--- src/rtl/elink_config.svh ---
// elink constants; lane bit order is lsb first, so the comma value is the lane-order bit pattern
`ifndef ELINK_CONFIG_SVH
`define ELINK_CONFIG_SVH

// symbol and lane geometry
`define ELINK_SYM_BITS   10
`define ELINK_LANE_BITS  2
`define ELINK_SYM_CYCLES 5 // bit_clk cycles per 10b symbol

// K28.5 for RD-, bit 0 is 'a' and goes out first
`define ELINK_K28_5_RDN  10'h17C

// commas at one offset before lock
`define ELINK_ALIGN_HITS 2

// control characters
`define ELINK_SOP_BYTE   8'h3C // K28.1
`define ELINK_EOP_BYTE   8'hDC // K28.6
`define ELINK_IDLE_BYTE  8'hBC // K28.5

`endif

--- src/rtl/elink_pkg.sv ---
// shared types and 8b10b sub-block tables; tables give the RD- column in abcdei / fghj order
`default_nettype none

package elink_pkg;

  // 2-bit code field on top of edata_in
  typedef enum logic [1:0] {
    CODE_DATA = 2'b00, // payload byte
    CODE_SOP  = 2'b01, // K28.1
    CODE_EOP  = 2'b10, // K28.6
    CODE_IDLE = 2'b11  // K28.5
  } elink_code_t;

  // unencoded character
  typedef struct packed {
    logic       k;
    logic [7:0] data;
  } elink_sym_t;

  // 5b6b, RD- column, bit 5 is 'a'
  function automatic logic [5:0] enc6_rdn(input logic [4:0] x);
    logic [5:0] t;
    case (x)
      5'd0:  t = 6'b100111;
      5'd1:  t = 6'b011101;
      5'd2:  t = 6'b101101;
      5'd3:  t = 6'b110001;
      5'd4:  t = 6'b110101;
      5'd5:  t = 6'b101001;
      5'd6:  t = 6'b011001;
      5'd7:  t = 6'b111000; // balanced but still flips
      5'd8:  t = 6'b111001;
      5'd9:  t = 6'b100101;
      5'd10: t = 6'b010101;
      5'd11: t = 6'b110100;
      5'd12: t = 6'b001101;
      5'd13: t = 6'b101100;
      5'd14: t = 6'b011100;
      5'd15: t = 6'b010111;
      5'd16: t = 6'b011011;
      5'd17: t = 6'b100011;
      5'd18: t = 6'b010011;
      5'd19: t = 6'b110010;
      5'd20: t = 6'b001011;
      5'd21: t = 6'b101010;
      5'd22: t = 6'b011010;
      5'd23: t = 6'b111010;
      5'd24: t = 6'b110011;
      5'd25: t = 6'b100110;
      5'd26: t = 6'b010110;
      5'd27: t = 6'b110110;
      5'd28: t = 6'b001110;
      5'd29: t = 6'b101110;
      5'd30: t = 6'b011110;
      default: t = 6'b101011;
    endcase
    return t;
  endfunction

  // 3b4b, primary codes for RD- after the 6b block, bit 3 is 'f'
  function automatic logic [3:0] enc4_rdn(input logic [2:0] y);
    logic [3:0] t;
    case (y)
      3'd0: t = 4'b1011;
      3'd1: t = 4'b1001;
      3'd2: t = 4'b0101;
      3'd3: t = 4'b1100; // balanced, flips like D.07
      3'd4: t = 4'b1101;
      3'd5: t = 4'b1010;
      3'd6: t = 4'b0110;
      default: t = 4'b1110; // P7, A7 handled by caller
    endcase
    return t;
  endfunction

endpackage

`default_nettype wire

--- src/rtl/elink_sym_if.sv ---
// one decoded character per valid strobe, no back-pressure; flags are only meaningful with valid
`timescale 1ns/1ps
`default_nettype none

interface elink_sym_if
  import elink_pkg::*;
  ();

  elink_sym_t sym;      // decoded k flag and byte
  logic       valid;    // single-cycle strobe
  logic       code_err; // bad sub-block
  logic       disp_err; // running disparity broken

  // decoder side
  modport dec (
    output sym, valid, code_err, disp_err
  );

  // receiver side
  modport rx (
    input sym, valid, code_err, disp_err
  );

endinterface

`default_nettype wire

--- src/rtl/dec_8b10b.sv ---
// 8b10b decoder; K detection covers K28.y only, disparity is checked from the second strobe on
`timescale 1ns/1ps
`default_nettype none
`include "elink_config.svh"

module dec_8b10b
  import elink_pkg::*;
(
  input  wire                        bit_clk,
  input  wire                        arst_n,
  input  wire [`ELINK_SYM_BITS-1:0]  sym10,   // lane order, bit 0 = 'a'
  input  wire                        strobe,
  elink_sym_if.dec                   sif
);

  logic       rd;       // 0 = RD-
  logic       rd_known; // no reference before the first symbol
  logic [9:0] code;     // abcdei fghj
  logic [5:0] six;
  logic [3:0] four;
  logic [3:0] four_l;   // K code folded back to data form
  logic [5:0] c6;
  logic [3:0] c4;
  logic [3:0] pop6;
  logic [2:0] pop4;
  logic       is_k;
  logic [4:0] x;
  logic [2:0] y;
  logic       x_ok;
  logic       y_ok;
  logic       unbal6;
  logic       unbal4;
  logic       rd_mid;
  logic       rd_next;
  logic       code_bad;
  logic       disp_bad;

  always_comb begin
    for (int i = 0; i < `ELINK_SYM_BITS; i++) begin
      code[`ELINK_SYM_BITS-1-i] = sym10[i];
    end
    six  = code[9:4];
    four = code[3:0];
    pop6 = 4'($countones(six));
    pop4 = 3'($countones(four));
    is_k = (six == 6'b001111) || (six == 6'b110000);

    // 6b reverse lookup, complements only where the encoder makes them
    x    = 5'd28;
    x_ok = is_k;
    for (int i = 0; i < 32; i++) begin
      c6 = enc6_rdn(5'(i));
      if (six == c6 || (($countones(c6) != 3 || i == 7) && six == ~c6)) begin
        x    = 5'(i);
        x_ok = 1'b1;
      end
    end

    unbal6 = (pop6 != 4'd3);
    rd_mid = unbal6 ? (pop6 > 4'd3) : rd;

    // 4b reverse lookup
    four_l = (is_k && six == 6'b110000 && pop4 == 3'd2) ? ~four : four;
    y      = 3'd0;
    y_ok   = 1'b0;
    for (int j = 0; j < 8; j++) begin
      c4 = enc4_rdn(3'(j));
      if (four_l == c4 || (($countones(c4) != 2 || j == 3) && four_l == ~c4)) begin
        y    = 3'(j);
        y_ok = 1'b1;
      end
    end
    if (four_l == 4'b0111 || four_l == 4'b1000) begin // A7
      y    = 3'd7;
      y_ok = 1'b1;
    end

    unbal4  = (pop4 != 3'd2);
    rd_next = unbal4 ? (pop4 > 3'd2) : rd_mid;

    code_bad = !x_ok || !y_ok;
    // an unbalanced block must point away from the current disparity
    disp_bad = rd_known && ((unbal6 && ((pop6 > 4'd3) == rd)) ||
                            (unbal4 && ((pop4 > 3'd2) == rd_mid)));
  end

  always_ff @(posedge bit_clk or negedge arst_n) begin
    if (!arst_n) begin
      rd           <= 1'b0;
      rd_known     <= 1'b0;
      sif.valid    <= 1'b0;
      sif.code_err <= 1'b0;
      sif.disp_err <= 1'b0;
    end else begin
      sif.valid    <= strobe;
      sif.code_err <= strobe && code_bad;
      sif.disp_err <= strobe && disp_bad;
      if (strobe) begin
        rd       <= rd_next;
        rd_known <= 1'b1;
      end
    end
  end

  // payload, qualified by valid
  always_ff @(posedge bit_clk) begin
    if (strobe) begin
      sif.sym <= '{k: is_k, data: {y, x}};
    end
  end

endmodule

`default_nettype wire

--- src/rtl/elink_loopback_top.sv ---
// tx and rx joined over one 2-bit lane, both ends on bit_clk; swap_outbits applies to both
`timescale 1ns/1ps
`default_nettype none
`include "elink_config.svh"

module elink_loopback_top (
  input  wire                         bit_clk,
  input  wire                         arst_n,
  input  wire [9:0]                   edata_in,      // code in [9:8]
  input  wire                         data_rdy,
  input  wire                         swap_outbits,
  output logic                        get_data_trig,
  output logic [`ELINK_LANE_BITS-1:0] lane,          // for observation
  output logic [7:0]                  rx_data,
  output logic                        rx_k,
  output logic                        rx_valid,
  output logic                        rx_locked,
  output logic                        code_err,
  output logic                        disp_err
);

  elink_tx elink_tx_i (
    .bit_clk       (bit_clk),
    .arst_n        (arst_n),
    .edata_in      (edata_in),
    .data_rdy      (data_rdy),
    .swap_outbits  (swap_outbits),
    .get_data_trig (get_data_trig),
    .lane          (lane)
  );

  // rx samples the same wires the tx drives
  elink_rx elink_rx_i (
    .bit_clk      (bit_clk),
    .arst_n       (arst_n),
    .lane         (lane),
    .swap_outbits (swap_outbits),
    .rx_data      (rx_data),
    .rx_k         (rx_k),
    .rx_valid     (rx_valid),
    .rx_locked    (rx_locked),
    .code_err     (code_err),
    .disp_err     (disp_err)
  );

endmodule

`default_nettype wire

--- src/rtl/elink_rx.sv ---
// e-link receiver; lock is sticky until reset, idles are decoded but not reported
`timescale 1ns/1ps
`default_nettype none
`include "elink_config.svh"

module elink_rx (
  input  wire                        bit_clk,
  input  wire                        arst_n,
  input  wire [`ELINK_LANE_BITS-1:0] lane,
  input  wire                        swap_outbits,
  output logic [7:0]                 rx_data,
  output logic                       rx_k,
  output logic                       rx_valid,
  output logic                       rx_locked,
  output logic                       code_err,
  output logic                       disp_err
);

  logic [`ELINK_LANE_BITS-1:0] pair_in;
  logic [11:0]                 hist;    // newest pair at the top
  logic [2:0]                  cnt;
  logic [2:0]                  cnt_nxt;
  logic [2:0]                  phase;   // strobe position within the period
  logic [2:0]                  hits;
  logic                        locked;
  logic                        comma_now;
  logic                        strobe;

  elink_sym_if sym_if ();

  assign pair_in   = swap_outbits ? {lane[0], lane[1]} : lane; // undo tx swap
  assign cnt_nxt   = (cnt == 3'(`ELINK_SYM_CYCLES - 1)) ? '0 : cnt + 3'd1;
  // window ending this cycle, either polarity
  assign comma_now = (hist[11:2] == `ELINK_K28_5_RDN) || (hist[11:2] == ~`ELINK_K28_5_RDN);
  // one cycle later that window sits in the low 10 bits
  assign strobe    = locked && (cnt == phase);

  always_ff @(posedge bit_clk or negedge arst_n) begin
    if (!arst_n) begin
      hist   <= '0;
      cnt    <= '0;
      phase  <= '0;
      hits   <= '0;
      locked <= 1'b0;
    end else begin
      hist <= {pair_in, hist[11:2]};
      cnt  <= cnt_nxt;
      if (!locked && comma_now) begin
        if (hits != '0 && phase == cnt_nxt) begin
          hits <= hits + 3'd1; // same offset again
          if (hits == 3'(`ELINK_ALIGN_HITS - 1)) locked <= 1'b1;
        end else begin
          phase <= cnt_nxt; // new candidate offset
          hits  <= 3'd1;
          if (`ELINK_ALIGN_HITS == 1) locked <= 1'b1;
        end
      end
    end
  end

  dec_8b10b dec_8b10b_i (
    .bit_clk (bit_clk),
    .arst_n  (arst_n),
    .sym10   (hist[9:0]),
    .strobe  (strobe),
    .sif     (sym_if.dec)
  );

  assign rx_data   = sym_if.sym.data;
  assign rx_k      = sym_if.sym.k;
  // idle commas are dropped here
  assign rx_valid  = sym_if.valid && !(sym_if.sym.k && sym_if.sym.data == `ELINK_IDLE_BYTE);
  assign rx_locked = locked;
  assign code_err  = sym_if.code_err;
  assign disp_err  = sym_if.disp_err;

endmodule

`default_nettype wire

--- src/rtl/elink_serializer.sv ---
// 10b to 2b shifter; load must come every ELINK_SYM_CYCLES cycles or stale pairs go out
`timescale 1ns/1ps
`default_nettype none
`include "elink_config.svh"

module elink_serializer (
  input  wire                         bit_clk,
  input  wire                         arst_n,
  input  wire                         load,
  input  wire [`ELINK_SYM_BITS-1:0]   sym10,
  input  wire                         swap_outbits,
  output logic [`ELINK_LANE_BITS-1:0] lane
);

  logic [`ELINK_SYM_BITS-1:0] shreg;

  always_ff @(posedge bit_clk or negedge arst_n) begin
    if (!arst_n) begin
      shreg <= `ELINK_K28_5_RDN; // comma out of reset
    end else if (load) begin
      shreg <= sym10;
    end else begin
      shreg <= shreg >> `ELINK_LANE_BITS; // lsb pair first
    end
  end

  // optional exchange of the two lane bits
  assign lane = swap_outbits ? {shreg[0], shreg[1]} : shreg[1:0];

endmodule

`default_nettype wire

--- src/rtl/elink_tx.sv ---
// e-link transmitter; a word is taken only in the 4 cycles after the request, no back-pressure
`timescale 1ns/1ps
`default_nettype none
`include "elink_config.svh"

module elink_tx
  import elink_pkg::*;
(
  input  wire                         bit_clk,
  input  wire                         arst_n,
  input  wire [9:0]                   edata_in,     // {code, byte}
  input  wire                         data_rdy,
  input  wire                         swap_outbits,
  output logic                        get_data_trig,
  output logic [`ELINK_LANE_BITS-1:0] lane
);

  logic [2:0]                 cnt;       // symbol period position
  logic                       armed;     // inside the data_rdy window
  logic                       have_word;
  logic [9:0]                 word_q;
  logic                       load;
  elink_code_t                code;
  elink_sym_t                 sym;
  logic [`ELINK_SYM_BITS-1:0] enc;

  assign load          = (cnt == 3'(`ELINK_SYM_CYCLES - 1)); // period boundary
  assign get_data_trig = load;
  assign code          = elink_code_t'(word_q[9:8]);

  always_ff @(posedge bit_clk or negedge arst_n) begin
    if (!arst_n) begin
      cnt       <= '0;
      armed     <= 1'b0;
      have_word <= 1'b0;
    end else begin
      cnt <= load ? '0 : cnt + 3'd1;
      if (load) begin
        armed     <= 1'b1; // request just went out
        have_word <= 1'b0; // consumed by this load
      end else begin
        if (cnt == 3'(`ELINK_SYM_CYCLES - 2)) armed <= 1'b0; // window closes
        if (armed && data_rdy && !have_word) have_word <= 1'b1;
      end
    end
  end

  // first data_rdy in the window wins
  always_ff @(posedge bit_clk) begin
    if (armed && data_rdy && !have_word) begin
      word_q <= edata_in;
    end
  end

  // code to character, comma when nothing was offered
  always_comb begin
    if (!have_word) begin
      sym = '{k: 1'b1, data: `ELINK_IDLE_BYTE};
    end else begin
      case (code)
        CODE_DATA: sym = '{k: 1'b0, data: word_q[7:0]};
        CODE_SOP:  sym = '{k: 1'b1, data: `ELINK_SOP_BYTE};
        CODE_EOP:  sym = '{k: 1'b1, data: `ELINK_EOP_BYTE};
        default:   sym = '{k: 1'b1, data: `ELINK_IDLE_BYTE};
      endcase
    end
  end

  enc_8b10b enc_8b10b_i (
    .bit_clk (bit_clk),
    .arst_n  (arst_n),
    .sym     (sym),
    .load    (load),
    .enc     (enc)
  );

  elink_serializer elink_serializer_i (
    .bit_clk      (bit_clk),
    .arst_n       (arst_n),
    .load         (load),
    .sym10        (enc),
    .swap_outbits (swap_outbits),
    .lane         (lane)
  );

endmodule

`default_nettype wire

--- src/rtl/enc_8b10b.sv ---
// 8b10b encoder; k=1 always yields K28.y, other K characters are not supported
`timescale 1ns/1ps
`default_nettype none
`include "elink_config.svh"

module enc_8b10b
  import elink_pkg::*;
(
  input  wire                         bit_clk,
  input  wire                         arst_n,
  input  elink_sym_t                  sym,
  input  wire                         load,
  output logic [`ELINK_SYM_BITS-1:0]  enc  // lane order, bit 0 = 'a'
);

  logic       rd;      // 0 = RD-, 1 = RD+
  logic       rd_mid;  // disparity between the sub-blocks
  logic       rd_next;
  logic [4:0] x;       // EDCBA
  logic [2:0] y;       // HGF
  logic [5:0] six_p;   // RD- form
  logic [5:0] six;
  logic [3:0] four_p;
  logic [3:0] four;
  logic       unbal6;
  logic       unbal4;
  logic       use_a7;
  logic       flip4;
  logic [9:0] code;    // abcdei fghj, 'a' at msb

  always_comb begin
    x      = sym.data[4:0];
    y      = sym.data[7:5];
    six_p  = sym.k ? 6'b001111 : enc6_rdn(x); // K28 sub-block
    unbal6 = ($countones(six_p) != 3);
    // complement under RD+ when unbalanced, D.07 too
    six    = (rd && (unbal6 || (x == 5'd7 && !sym.k))) ? ~six_p : six_p;
    rd_mid = rd ^ unbal6;

    // alternate x.7 avoids a run of five
    use_a7 = !sym.k && (y == 3'd7) &&
             ((!rd_mid && (x == 5'd17 || x == 5'd18 || x == 5'd20)) ||
              ( rd_mid && (x == 5'd11 || x == 5'd13 || x == 5'd14)));
    four_p = use_a7 ? 4'b0111 : enc4_rdn(y);
    unbal4 = ($countones(four_p) != 2);

    if (sym.k) begin
      flip4 = rd_mid ^ !unbal4; // K28 balanced codes invert when rd_mid is negative
    end else begin
      flip4 = rd_mid && (unbal4 || y == 3'd3);
    end
    four    = flip4 ? ~four_p : four_p;
    rd_next = rd_mid ^ unbal4;

    code = {six, four};
    for (int i = 0; i < `ELINK_SYM_BITS; i++) begin
      enc[i] = code[`ELINK_SYM_BITS-1-i]; // 'a' leaves first
    end
  end

  // running disparity, moves only when a symbol is taken
  always_ff @(posedge bit_clk or negedge arst_n) begin
    if (!arst_n) begin
      rd <= 1'b0;
    end else if (load) begin
      rd <= rd_next;
    end
  end

endmodule

`default_nettype wire

--- config.mk ---
export PLATFORM = sky130hd
export DESIGN_NAME = elink_loopback_top
export DESIGN_NICKNAME = d
export VERILOG_FILES = /design/src/rtl/elink_pkg.sv /design/src/rtl/elink_sym_if.sv /design/src/rtl/dec_8b10b.sv /design/src/rtl/elink_loopback_top.sv /design/src/rtl/elink_rx.sv /design/src/rtl/elink_serializer.sv /design/src/rtl/elink_tx.sv /design/src/rtl/enc_8b10b.sv
export VERILOG_INCLUDE_DIRS = /design/src /design/src/rtl
export SDC_FILE = /design/constraint.sdc
export NUM_CORES = 1
export LEC_CHECK = 0
export ABC_CLOCK_PERIOD_IN_PS = 7060
export BUFFER_PORTS_ARGS = -buffer_cell sky130_fd_sc_hd__buf_2
export CAP_MARGIN = 10
export CORE_ASPECT_RATIO = 1.5
export CORE_MARGIN = 2
export CORE_UTILIZATION = 56
export CTS_CLUSTER_SIZE = 20
export DETAILED_ROUTE_END_ITERATION = 6
export GPL_TIMING_DRIVEN = 1
export PLACE_DENSITY_LB_ADDON = 0.12
export SLEW_MARGIN = 5
export SYNTH_ARGS = -nofsm -noshare
export SYNTH_HDL_FRONTEND = slang
export SYNTH_SLANG_ARGS = --single-unit
--- constraint.sdc ---
create_clock -name bit_clk -period 7.06 [get_ports bit_clk]
set_input_delay 0 -clock bit_clk [delete_from_list [all_inputs] [get_ports bit_clk]]
set_output_delay 0 -clock bit_clk [all_outputs]
set_load 0.05 [all_outputs]
==> results of run 1 <==
[cells in the final DEF (no fill, tap or decap), types with 4 or more instances in the layout]
| cell | Yosys | final |
|---|---|---|
| ha_1 | 28 | 26 |
| nor3_1 | 8 | 7 |
| a31oi_1 | 4 | 4 |
| dfstp_2 | 6 | 6 |
| clkbuf_16 | 0 | 9 |
| a211oi_1 | 4 | 4 |
| o31ai_1 | 7 | 7 |
| or2_2 | 4 | 4 |
| o2111ai_1 | 5 | 4 |
| nand4b_1 | 4 | 4 |
| inv_1 | 30 | 30 |
| o21ai_0 | 21 | 21 |
| buf_4 | 0 | 12 |
| a21o_1 | 5 | 5 |
| nand3_1 | 19 | 19 |
| a32oi_1 | 7 | 7 |
| and2_1 | 6 | 5 |
| o211ai_1 | 8 | 8 |
| o221ai_1 | 4 | 4 |
| buf_2 | 5 | 29 |
| mux2i_1 | 4 | 4 |
| nand2b_1 | 10 | 10 |
| nand4_1 | 6 | 6 |
| dlygate4sd3_1 | 0 | 12 |
| nor3b_1 | 10 | 10 |
| dfrtp_1 | 37 | 37 |
| and3b_1 | 6 | 6 |
| mux2_2 | 6 | 6 |
| edfxtp_1 | 19 | 19 |
| and3_1 | 8 | 7 |
| fa_1 | 8 | 8 |
| o21a_1 | 4 | 4 |
| nor2_1 | 30 | 28 |
| nand3b_1 | 4 | 4 |
| xnor2_1 | 6 | 6 |
| xor2_1 | 10 | 9 |
| o21ai_1 | 7 | 7 |
| a21oi_1 | 26 | 25 |
| nor2b_1 | 15 | 15 |
| nand2_1 | 56 | 56 |
[worst reg2reg max path, delay by kind of cell, from the launching register on]
family / cells / cell delay [ns]
xor gates and xnor gates: 1 / 0.33
DFF: 1 / 0.42
buffers and inverters: 3 / 0.16
AOI/OAI and AO/OA: 9 / 1.72
and+or+nand+nor: 4 / 0.86
adders and majority gates: 8 / 3.10
[final cells by class]
type,instances,area [um^2],area share [%]
multi-input combinational,397,2860,52.6
timing repair buffer,53,355,6.52
tap,105,131,2.41
sequential,62,1650,30.4
clock buffer,9,225,4.13
clock inverter,7,103,1.88
inverter,31,116,2.14
[layer usage]
metal / share of wire (%) / wire (um) / track usage [%]
met4: 4.8 / 528 / 14.6
met1: 37 / 4050 / 27.3
met5: 0 / 0 / 0
met3: 4.2 / 467 / 4.33
met2: 54 / 6020 / 46.8
[power by group through the flow]
stage	logic, W	registers (W)	clock network, W
6_report	0.00105	0.000528	0.000483
5_1_grt	0.00117	0.000538	0.000510
3_3_place_gp	0.000978	0.000530	0
4_1_cts	0.00103	0.000526	0.000494
2_1_floorplan	0.000798	0.000510	0
3_5_place_dp	0.00102	0.000531	0
[how the worst max path moves through the flow]
stage	to	slack, ns	cells past startpoint
final	elink_tx_i.elink_serializer_i.shreg[7]	0.38	25
after global placement	elink_tx_i.elink_serializer_i.shreg[7]	0.30	25
after floorplan	elink_tx_i.elink_serializer_i.shreg[7]	0.23	29
after global routing	elink_tx_i.elink_serializer_i.shreg[7]	-0.002	28
after detailed placement	elink_tx_i.elink_serializer_i.shreg[7]	0.11	28
after CTS	elink_tx_i.elink_serializer_i.shreg[7]	0.08	25
[cells by family after synthesis]
group,Yosys count,synth area share (%)
multiplexers,10,2.29
buffers and inverters,60,5.24
XOR/XNOR,16,2.98
adder cells (fa/ha/maj),36,10.9
AO/OA/AOI/OAI,140,21.3
flip-flops,62,35.2
AND/OR/NAND/NOR,195,22.2
[synthesized netlist by cell type (all sizes together), types with 6 or more instances]
library cell,number,area share (%)
nand2,56,4.5
dfrtp,37,20
nor2,31,2.6
inv,30,2.4
ha,28,7.5
o21ai,28,3.0
a21oi,27,3.0
clkbuf,20,1.6
edfxtp,19,12
nand3,19,2.0
nor2b,15,2.0
nand2b,10,1.3
nor3b,10,1.6
xor2,10,1.9
buf,9,1.2
nor3,9,1.1
and3,8,1.1
fa,8,3.4
o211ai,8,1.3
a32oi,7,1.3
o31ai,7,1.1
and2,6,0.80
and3b,6,1.1
dfstp,6,3.4
mux2,6,1.4
nand4,6,0.80
xnor2,6,1.1
[state kept, by name, summed over array words and instances (netlist names), 3 cells and up]
name,count
elink_rx_i.cnt,3
elink_rx_i.dec_8b10b_i.sif.sym,9
elink_rx_i.hist,12
elink_rx_i.hits,3
elink_rx_i.phase,3
elink_tx_i.cnt,3
elink_tx_i.elink_serializer_i.shreg,10
elink_tx_i.word_q,10
[per-stage QoR]
step / util [%] / total power, W
floorplan: - / 0.00131
global placement: 61.1 / 0.00151
detailed placement: 61.1 / 0.00155
CTS: 66.6 / 0.00205
global route: 67.6 / 0.00222
finish: 67.6 / 0.00206
[timing repair]
| item | in CTS | in global routing |
|---|---|---|
| endpoints found under the hold margin | 48 | 0 |
| setup endpoints to repair | 0 | 5 |
| buffers inserted | 0 | 3 |
| hold buffers | 12 | 0 |
| gates resized for setup | 0 | 13 |
==> out/metrics.yaml, run 1 <==
status: "finished, final reports clean"
antenna_found_initial: 0
final_layout_size_suffix_gt1_share_pct: 17.4
avgViaCountPerCell: 6.28
io_pins: 30
fp.dieArea_mm2: 0.00916
clock_path_buffers: 2
slowest_stage: "fa_1"
holdWs_ns: 0.352
drtAntennaViolNets: 0
maxSlewHeadroom_pct: 31.9
rrSetupSlack_ns: 0.38
grt_pass1_wl_mm: 18.4
drt_wl_total_mm: 11.1
globalplace.congestion: 1.01
combPwrFrac_pct: 50.9
p_sw_w: 0.000892
leakagePower_nw: 2.26
dp_hpwl_mm: 8.04
reg2reg_from: "elink_tx_i.word_q[8]"
clockPowerShare_pct: 23.4
internal-power_w: 0.00117
diodes: 0
synth_seq_area_share_pct: 35.2
synthCells: 519
min_path_type: "input port to async pin"
synth-edff-count: 19
crit_start: "elink_tx_i.word_q[8]"
cp_num_buf_inv: 3
instances_no_fill: 664
htreeDepth: 3
start_kind: "register"
ys_warn_count: 0
route.vias.total: 4169
core-area_mm2: 0.00806
fin_area_mm2: 0.00545
cts_tree: "done"
cpPeakStageDelay_ns: 0.55
cts.clk_slew.worst_paths_ns: 0.06
ir_drop_uv: 205
cap_violations: 0
cp_max_fo: 14
period_minus_slack_ns: 6.68
detailed_place.area_mm2: 0.00492
end_kind: "register"
setup_viol: 0
area_delta_synth_final_pct: 15.9
synth-seq-cells: 62
first_pass_iters: 5
synth.avg_cell_area_um2: 9.06
fin_ws_ns: 0.383
hold_viol: 0
grt_max_degree: 44
synth_ff_type: "dfrtp_1"
cts_buffers: 9
die_width_um: 78.8
max_freq_mhz: 150
crit_arrival_ns: 6.90
swShare_pct: 43.3
worstRegToRegCells: 25
ys_async_sr_fraction_pct: 69.4
worstReg2RegEnd: "elink_tx_i.elink_serializer_i.shreg[7]"
cts_sinks: 62
grt_pass1_vias: 4004
initial_utilization_pct: 58.4
dp_cells: 633
clock_latency_ns: 0.33
die_h_um: 116
syn_nets: 569
required_ns: 7.29
criticalPathCategory: "register to register"
grt.overflow.total: 0
dp_slack_ns: 0.105
synth_area_mm2: 0.00470
skew_ns: 0.00667
post-route-drc-count: 0
rows: 40
worstMarginPinSlew_ns: 1.02
fin_nets: 604
p_seq_share_pct: 25.6
fillCellCount: 678
grt_usage_pct: 25.4
io_buffers: 29
drt-wirelength-per-cell_um: 16.7
cp_top_family: "adder cells"
fin_tns_setup_ns: 0
drt-initial-drc-count: 178
slew_violations: 0
post-route-period-util_pct: 94.6
synth_cell_types: 76
pwr_density_cell_mw_per_mm2: 378
clock_tree.root_cell: "clkbuf_16"
(Power assumes the default switching activity.)
==> inputs of run 2 (changes only) <==
--- a/config.mk
+++ b/config.mk
@@ -7,15 +7,16 @@
 export NUM_CORES = 1
 export LEC_CHECK = 0
 export ABC_CLOCK_PERIOD_IN_PS = 7060
-export BUFFER_PORTS_ARGS = -buffer_cell sky130_fd_sc_hd__buf_2
 export CAP_MARGIN = 10
 export CORE_ASPECT_RATIO = 1.5
 export CORE_MARGIN = 2
-export CORE_UTILIZATION = 56
+export CORE_UTILIZATION = 59
 export CTS_CLUSTER_SIZE = 20
 export DETAILED_ROUTE_END_ITERATION = 6
+export DONT_BUFFER_PORTS = 1
 export GPL_TIMING_DRIVEN = 1
 export PLACE_DENSITY_LB_ADDON = 0.12
+export RECOVER_POWER = 50
 export SLEW_MARGIN = 5
 export SYNTH_ARGS = -nofsm -noshare
 export SYNTH_HDL_FRONTEND = slang
==> run 2 against run 1 <==
Effect of this change:
- the flow now finishes with violations (capacitance limit, slew limit)
- register-to-register slack improved by 0.02 ns
- sequential share of layout area grew 0.79 points
- worst hold slack worse by 0.23 ns
- largest power group unchanged
- core utilization rose by 1.7 points
- count of clock-buffer cells in the layout grew 2
- clock skew down 0.0016 ns
- combinational power is 7% lower
- global-route usage is 1.6 points higher
==> out/metrics.yaml, run 2 (synthesis results as in run 1) <==
status: "finished, violations left"
violations: "capacitance limit, slew limit"
fillCellCount: 628
skew_ns: 0.00512
final_layout_size_suffix_gt1_share_pct: 12.8
dp_cells: 600
avgViaCountPerCell: 6.39
m1WireLength_mm: 4.16
drt-initial-drc-count: 256
reg_top3: "elink_rx_i.hist (12), elink_tx_i.elink_serializer_i.shreg (10), elink_tx_i.word_q (10)"
largest_register_ffs: 12
cpPeakStageDelay_ns: 0.55
post-route-drc-count: 0
slew_violations: 44
rows: 39
start_kind: "register"
drt_wl_total_mm: 11.5
globalplace.congestion: 0.972
io_pins: 30
end_kind: "register"
io_buffers: 0
worstMarginPinSlew_ns: 2.21
drtAntennaViolNets: 0
min_path_type: "input port to register"
fin_nets: 577
hold_viol: 0
grt_max_degree: 44
criticalPathCategory: "register to register"
drt-wirelength-per-cell_um: 18.1
max_freq_mhz: 150
final_cell_mix: "56 x nand2_1, 37 x dfrtp_1, 30 x inv_1"
fin_area_mm2: 0.00531
required_ns: 7.30
fin_ws_ns: 0.398
cp_max_fo: 14
die_h_um: 113
cts_tree: "done"
highest_layer: "met4"
grt_pass1_vias: 4007
dp_hpwl_mm: 8.23
die_width_um: 76.9
reg2reg_from: "elink_tx_i.word_q[9]"
core-area_mm2: 0.00766
crit_start: "elink_tx_i.word_q[9]"
crit_arrival_ns: 6.90
cp_top_family: "adder cells"
clock_path_buffers: 2
layout_commonest_cell: "nand2_1"
setup_viol: 0
post-route-period-util_pct: 94.4
first_pass_iters: 5
slowest_stage: "fa_1"
initial_utilization_pct: 61.4
min-delay-start: "data_rdy"
cts.clk_slew.worst_paths_ns: 0.05
htreeDepth: 3
period_minus_slack_ns: 6.66
route.vias.total: 4053
clock_latency_ns: 0.32
pwr_density_cell_mw_per_mm2: 370
ir_drop_uv: 194
maxSlewHeadroom_pct: -47.0
grt_pass1_wl_mm: 18.6
instances_no_fill: 634
grt_usage_pct: 27.0
cp_num_buf_inv: 5
diodes: 0
largest_register: "elink_rx_i.hist"
dp_slack_ns: 0.0234
fp.dieArea_mm2: 0.00871
met3_wirelength_um: 547
clock_tree.root_cell: "clkbuf_16"
detailed_place.area_mm2: 0.00476
wl_met2_mm: 6.11
antenna_found_initial: 0
area_delta_synth_final_pct: 13.0
cts_sinks: 62
grt.overflow.total: 0
leakagePower_nw: 2.12
cap_violations: 1
cts_buffers: 9
[run 2: changes by cell type in the layout (fill, tap and decap cells not counted), sizes merged]
| cell | before | now |
|---|---|---|
| bufinv | 2 | 0 |
| inv | 34 | 30 |
| clkbuf | 9 | 13 |
| buf | 41 | 12 |
| clkinvlp | 0 | 3 |
| clkinv | 2 | 3 |
[run 2: layout make-up]
type,instances,area [um^2],share of cell area (%)
multi-input cells,397,2890,54.5
inverters,31,116,2.19
repair buffers,26,225,4.24
clock inverters,5,31.3,0.589
well taps,102,128,2.40
clock buffers,11,264,4.97
flip-flops and latches,62,1650,31.1
[run 2: worst register-to-register path: cells and delay by family (launching register included)]
kind                       cells  cell delay (ns)
buffers and inverters          5             0.44
DFF                            1             0.44
xor gates and xnor gates       1             0.34
adders and majority gates      9             3.13
AOI/OAI and AO/OA              8             1.45
and+or+nand+nor                5             0.80
[run 2: path summary, 6_finish.rpt]
path	to	slack, ns	cells after the start
setup / recovery	elink_tx_i.elink_serializer_i.shreg[6]	0.40	28
hold / removal	elink_tx_i.word_q[5]	0.12	2
setup reg to reg	elink_tx_i.elink_serializer_i.shreg[6]	0.40	28
hold reg to reg	elink_rx_i.hist[10]	0.39	0
max in group asynchronous	elink_rx_i.hist[7]	4.90	2
min in group asynchronous	elink_rx_i.phase[2]	0.90	2
[run 2: stage by stage]
| stage | hold slack [ns] | utilization, % | total power [W] | TNS, ns |
|---|---|---|---|---|
| after global placement | -0.295 | 62.2 | 0.00148 | 0 |
| after global routing | 0.150 | 69.3 | 0.00212 | -0.0146 |
| final | 0.122 | 69.3 | 0.00196 | 0 |
| after floorplan | -0.296 | - | 0.00131 | 0 |
| after detailed placement | -0.295 | 62.2 | 0.00152 | 0 |
| after CTS | 0.118 | 67.9 | 0.00195 | 0 |
[run 2: where the power goes]
group          internal, W  total, W  switching (W)
combinational     0.000387  0.000977       0.000589
clock             0.000266  0.000415       0.000149
sequential        0.000448  0.000573       0.000125
total              0.00110   0.00196       0.000863
[run 2: routing by layer]
layer / vias up / GRT usage, %
met5: - / 0
met2: 165 / 49.6
li1: 1907 / -
met3: 49 / 5.10
met1: 1932 / 27.3
met4: 0 / 18.1
[run 2: timing repair]
action	4_1_cts	5_1_grt
setup endpoints to repair	0	5
endpoints found under the hold margin	54	0
resized for setup	0	19
setup buffers	0	5
hold buffers	13	0
==> inputs of run 3 (changes only) <==
--- a/config.mk
+++ b/config.mk
@@ -8,9 +8,10 @@
 export LEC_CHECK = 0
 export ABC_CLOCK_PERIOD_IN_PS = 7060
 export CAP_MARGIN = 10
+export CELL_PAD_IN_SITES_DETAIL_PLACEMENT = 0
+export CELL_PAD_IN_SITES_GLOBAL_PLACEMENT = 1
 export CORE_ASPECT_RATIO = 1.5
-export CORE_MARGIN = 2
-export CORE_UTILIZATION = 59
+export CORE_UTILIZATION = 45
 export CTS_CLUSTER_SIZE = 20
 export DETAILED_ROUTE_END_ITERATION = 6
 export DONT_BUFFER_PORTS = 1
==> run 3 against run 2 <==
Effect of this change:
- the run still ends with capacitance limit, slew limit left
- first-iteration DRC count decreased by 50%
- final cell count up 2.7%
- fmax is 0.18% lower
- critical path depth fell by 1
- sequential power about the same
- total power up 3.1%
==> out/metrics.yaml, run 3 (synthesis results as in run 1) <==
skew_ns: 0.00473
cpPeakStageDelay_ns: 0.55
dp_cells: 616
cts_buffers: 9
fin_tns_setup_ns: 0
leakagePower_nw: 2.15
min_path_type: "input port to register"
io_pins: 30
antenna_found_initial: 0
grt.overflow.total: 0
pwr_density_cell_mw_per_mm2: 379
post-route-drc-count: 0
drtAntennaViolNets: 0
rsz0062_at_grt: "no"
grt_pass1_vias: 3973
instances_no_fill: 651
io_buffers: 0
hold_viol: 0
slowest_stage: "fa_1"
crit_arrival_ns: 6.91
drt-wirelength-per-cell_um: 17.2
diodes: 0
die_h_um: 127
worstReg2RegEnd: "elink_tx_i.elink_serializer_i.shreg[7]"
drt-initial-drc-count: 129
route.vias.total: 3966
area_delta_synth_final_pct: 13.5
multi_input_area_mm2: 0.00286
core-area_mm2: 0.0101
clock_tree.root_cell: "clkbuf_16"
worstMarginPinSlew_ns: 2.33
cts_sinks: 62
final_cell_mix: "56 x nand2_1, 37 x dfrtp_1, 30 x inv_1"
fp.dieArea_mm2: 0.0109
cp_max_fo: 8
max_freq_mhz: 150
cap_violations: 1
cp_num_buf_inv: 4
layout_commonest_cell: "nand2_1"
initial_utilization_pct: 46.4
status: "finished, violations left"
cp_top_family: "adder cells"
largest_register_ffs: 12
cts.clk_slew.worst_paths_ns: 0.05
fillCellCount: 937
cts_tree: "done"
reg_top3: "elink_rx_i.hist (12), elink_tx_i.elink_serializer_i.shreg (10), elink_tx_i.word_q (10)"
ir_drop_uv: 169
criticalPathCategory: "register to register"
p_total_w: 0.00202
required_ns: 7.29
first_pass_iters: 4
violations: "capacitance limit, slew limit"
regArea_mm2: 0.00165
period_minus_slack_ns: 6.67
whs_endpoint: "elink_tx_i.word_q[5]"
grt_pass1_wl_mm: 18.7
grt_max_degree: 44
clock_path_buffers: 2
slew_violations: 44
utilization_pct: 52.7
dp_hpwl_mm: 8.20
reg2reg_from: "elink_tx_i.word_q[8]"
clock_latency_ns: 0.34
largest_register: "elink_rx_i.hist"
fin_nets: 579
die_width_um: 85.5
htreeDepth: 3
drt_wl_total_mm: 11.2
holdWs_ns: 0.0883
grt_usage_pct: 22.0
rows: 45
avgViaCountPerCell: 6.09
setup_viol: 0
start_kind: "register"
end_kind: "register"
worstRegToRegCells: 27
final_layout_size_suffix_gt1_share_pct: 12.7
min-delay-start: "data_rdy"
maxSlewHeadroom_pct: -55.1
holdPathStages: 2
rrSetupSlack_ns: 0.39
post-route-period-util_pct: 94.5
globalplace.congestion: 0.935
[run 3: power by group]
group | internal (W) | switching (W) | leakage (nW) | total, W
combinational | 0.000388 | 0.000583 | 1.30 | 0.000971
sequential | 0.000448 | 0.000122 | 0.694 | 0.000570
clock | 0.000314 | 0.000170 | 0.163 | 0.000484
total | 0.00115 | 0.000874 | 2.15 | 0.00202
[run 3: area by class of cell]
| cell class | instances | share of cell area, % |
|---|---|---|
| flip-flops and latches | 62 | 31.0 |
| well taps | 117 | 2.74 |
| multi-input cells | 397 | 53.6 |
| repair buffers | 28 | 4.36 |
| clock buffers | 9 | 4.22 |
| clock inverters | 7 | 1.95 |
| inverters | 31 | 2.18 |
[run 3: what timing repair did]
item | CTS | global route
setup buffers | 0 | 6
hold buffers | 13 | 0
resized for setup | 0 | 11
endpoints found under the setup margin | 0 | 5
hold endpoints to repair | 54 | 0
[run 3: metal layers]
layer  track usage [%]  vias to the layer above  wire length (um)  part of all wire [%]
met5                 0                        -                 0                     0
met4              12.6                        0               435                   3.9
met3              4.78                       32               379                   3.4
met2              41.5                      122              6180                    55
met1              21.9                     1895              4170                    37
li1                  -                     1917                 -                     -
[run 3: stage by stage]
step           area [um^2]  setup WS (ns)
5_1_grt               5340        0.00542
4_1_cts               5270          0.116
3_3_place_gp          4790          0.291
3_5_place_dp          4790          0.173
6_report              5340          0.386
2_1_floorplan         4700          0.234
[run 3: worst max path at each step]
stage | to | cells past startpoint | start
3_3_place_gp | elink_tx_i.elink_serializer_i.shreg[7] | 25 | elink_tx_i.word_q[8]
2_1_floorplan | elink_tx_i.elink_serializer_i.shreg[7] | 29 | elink_tx_i.word_q[8]
6_report | elink_tx_i.elink_serializer_i.shreg[7] | 27 | elink_tx_i.word_q[8]
4_1_cts | elink_tx_i.elink_serializer_i.shreg[7] | 25 | elink_tx_i.word_q[8]
5_1_grt | elink_tx_i.elink_serializer_i.shreg[7] | 29 | elink_tx_i.word_q[9]
3_5_place_dp | elink_tx_i.elink_serializer_i.shreg[7] | 25 | elink_tx_i.word_q[8]
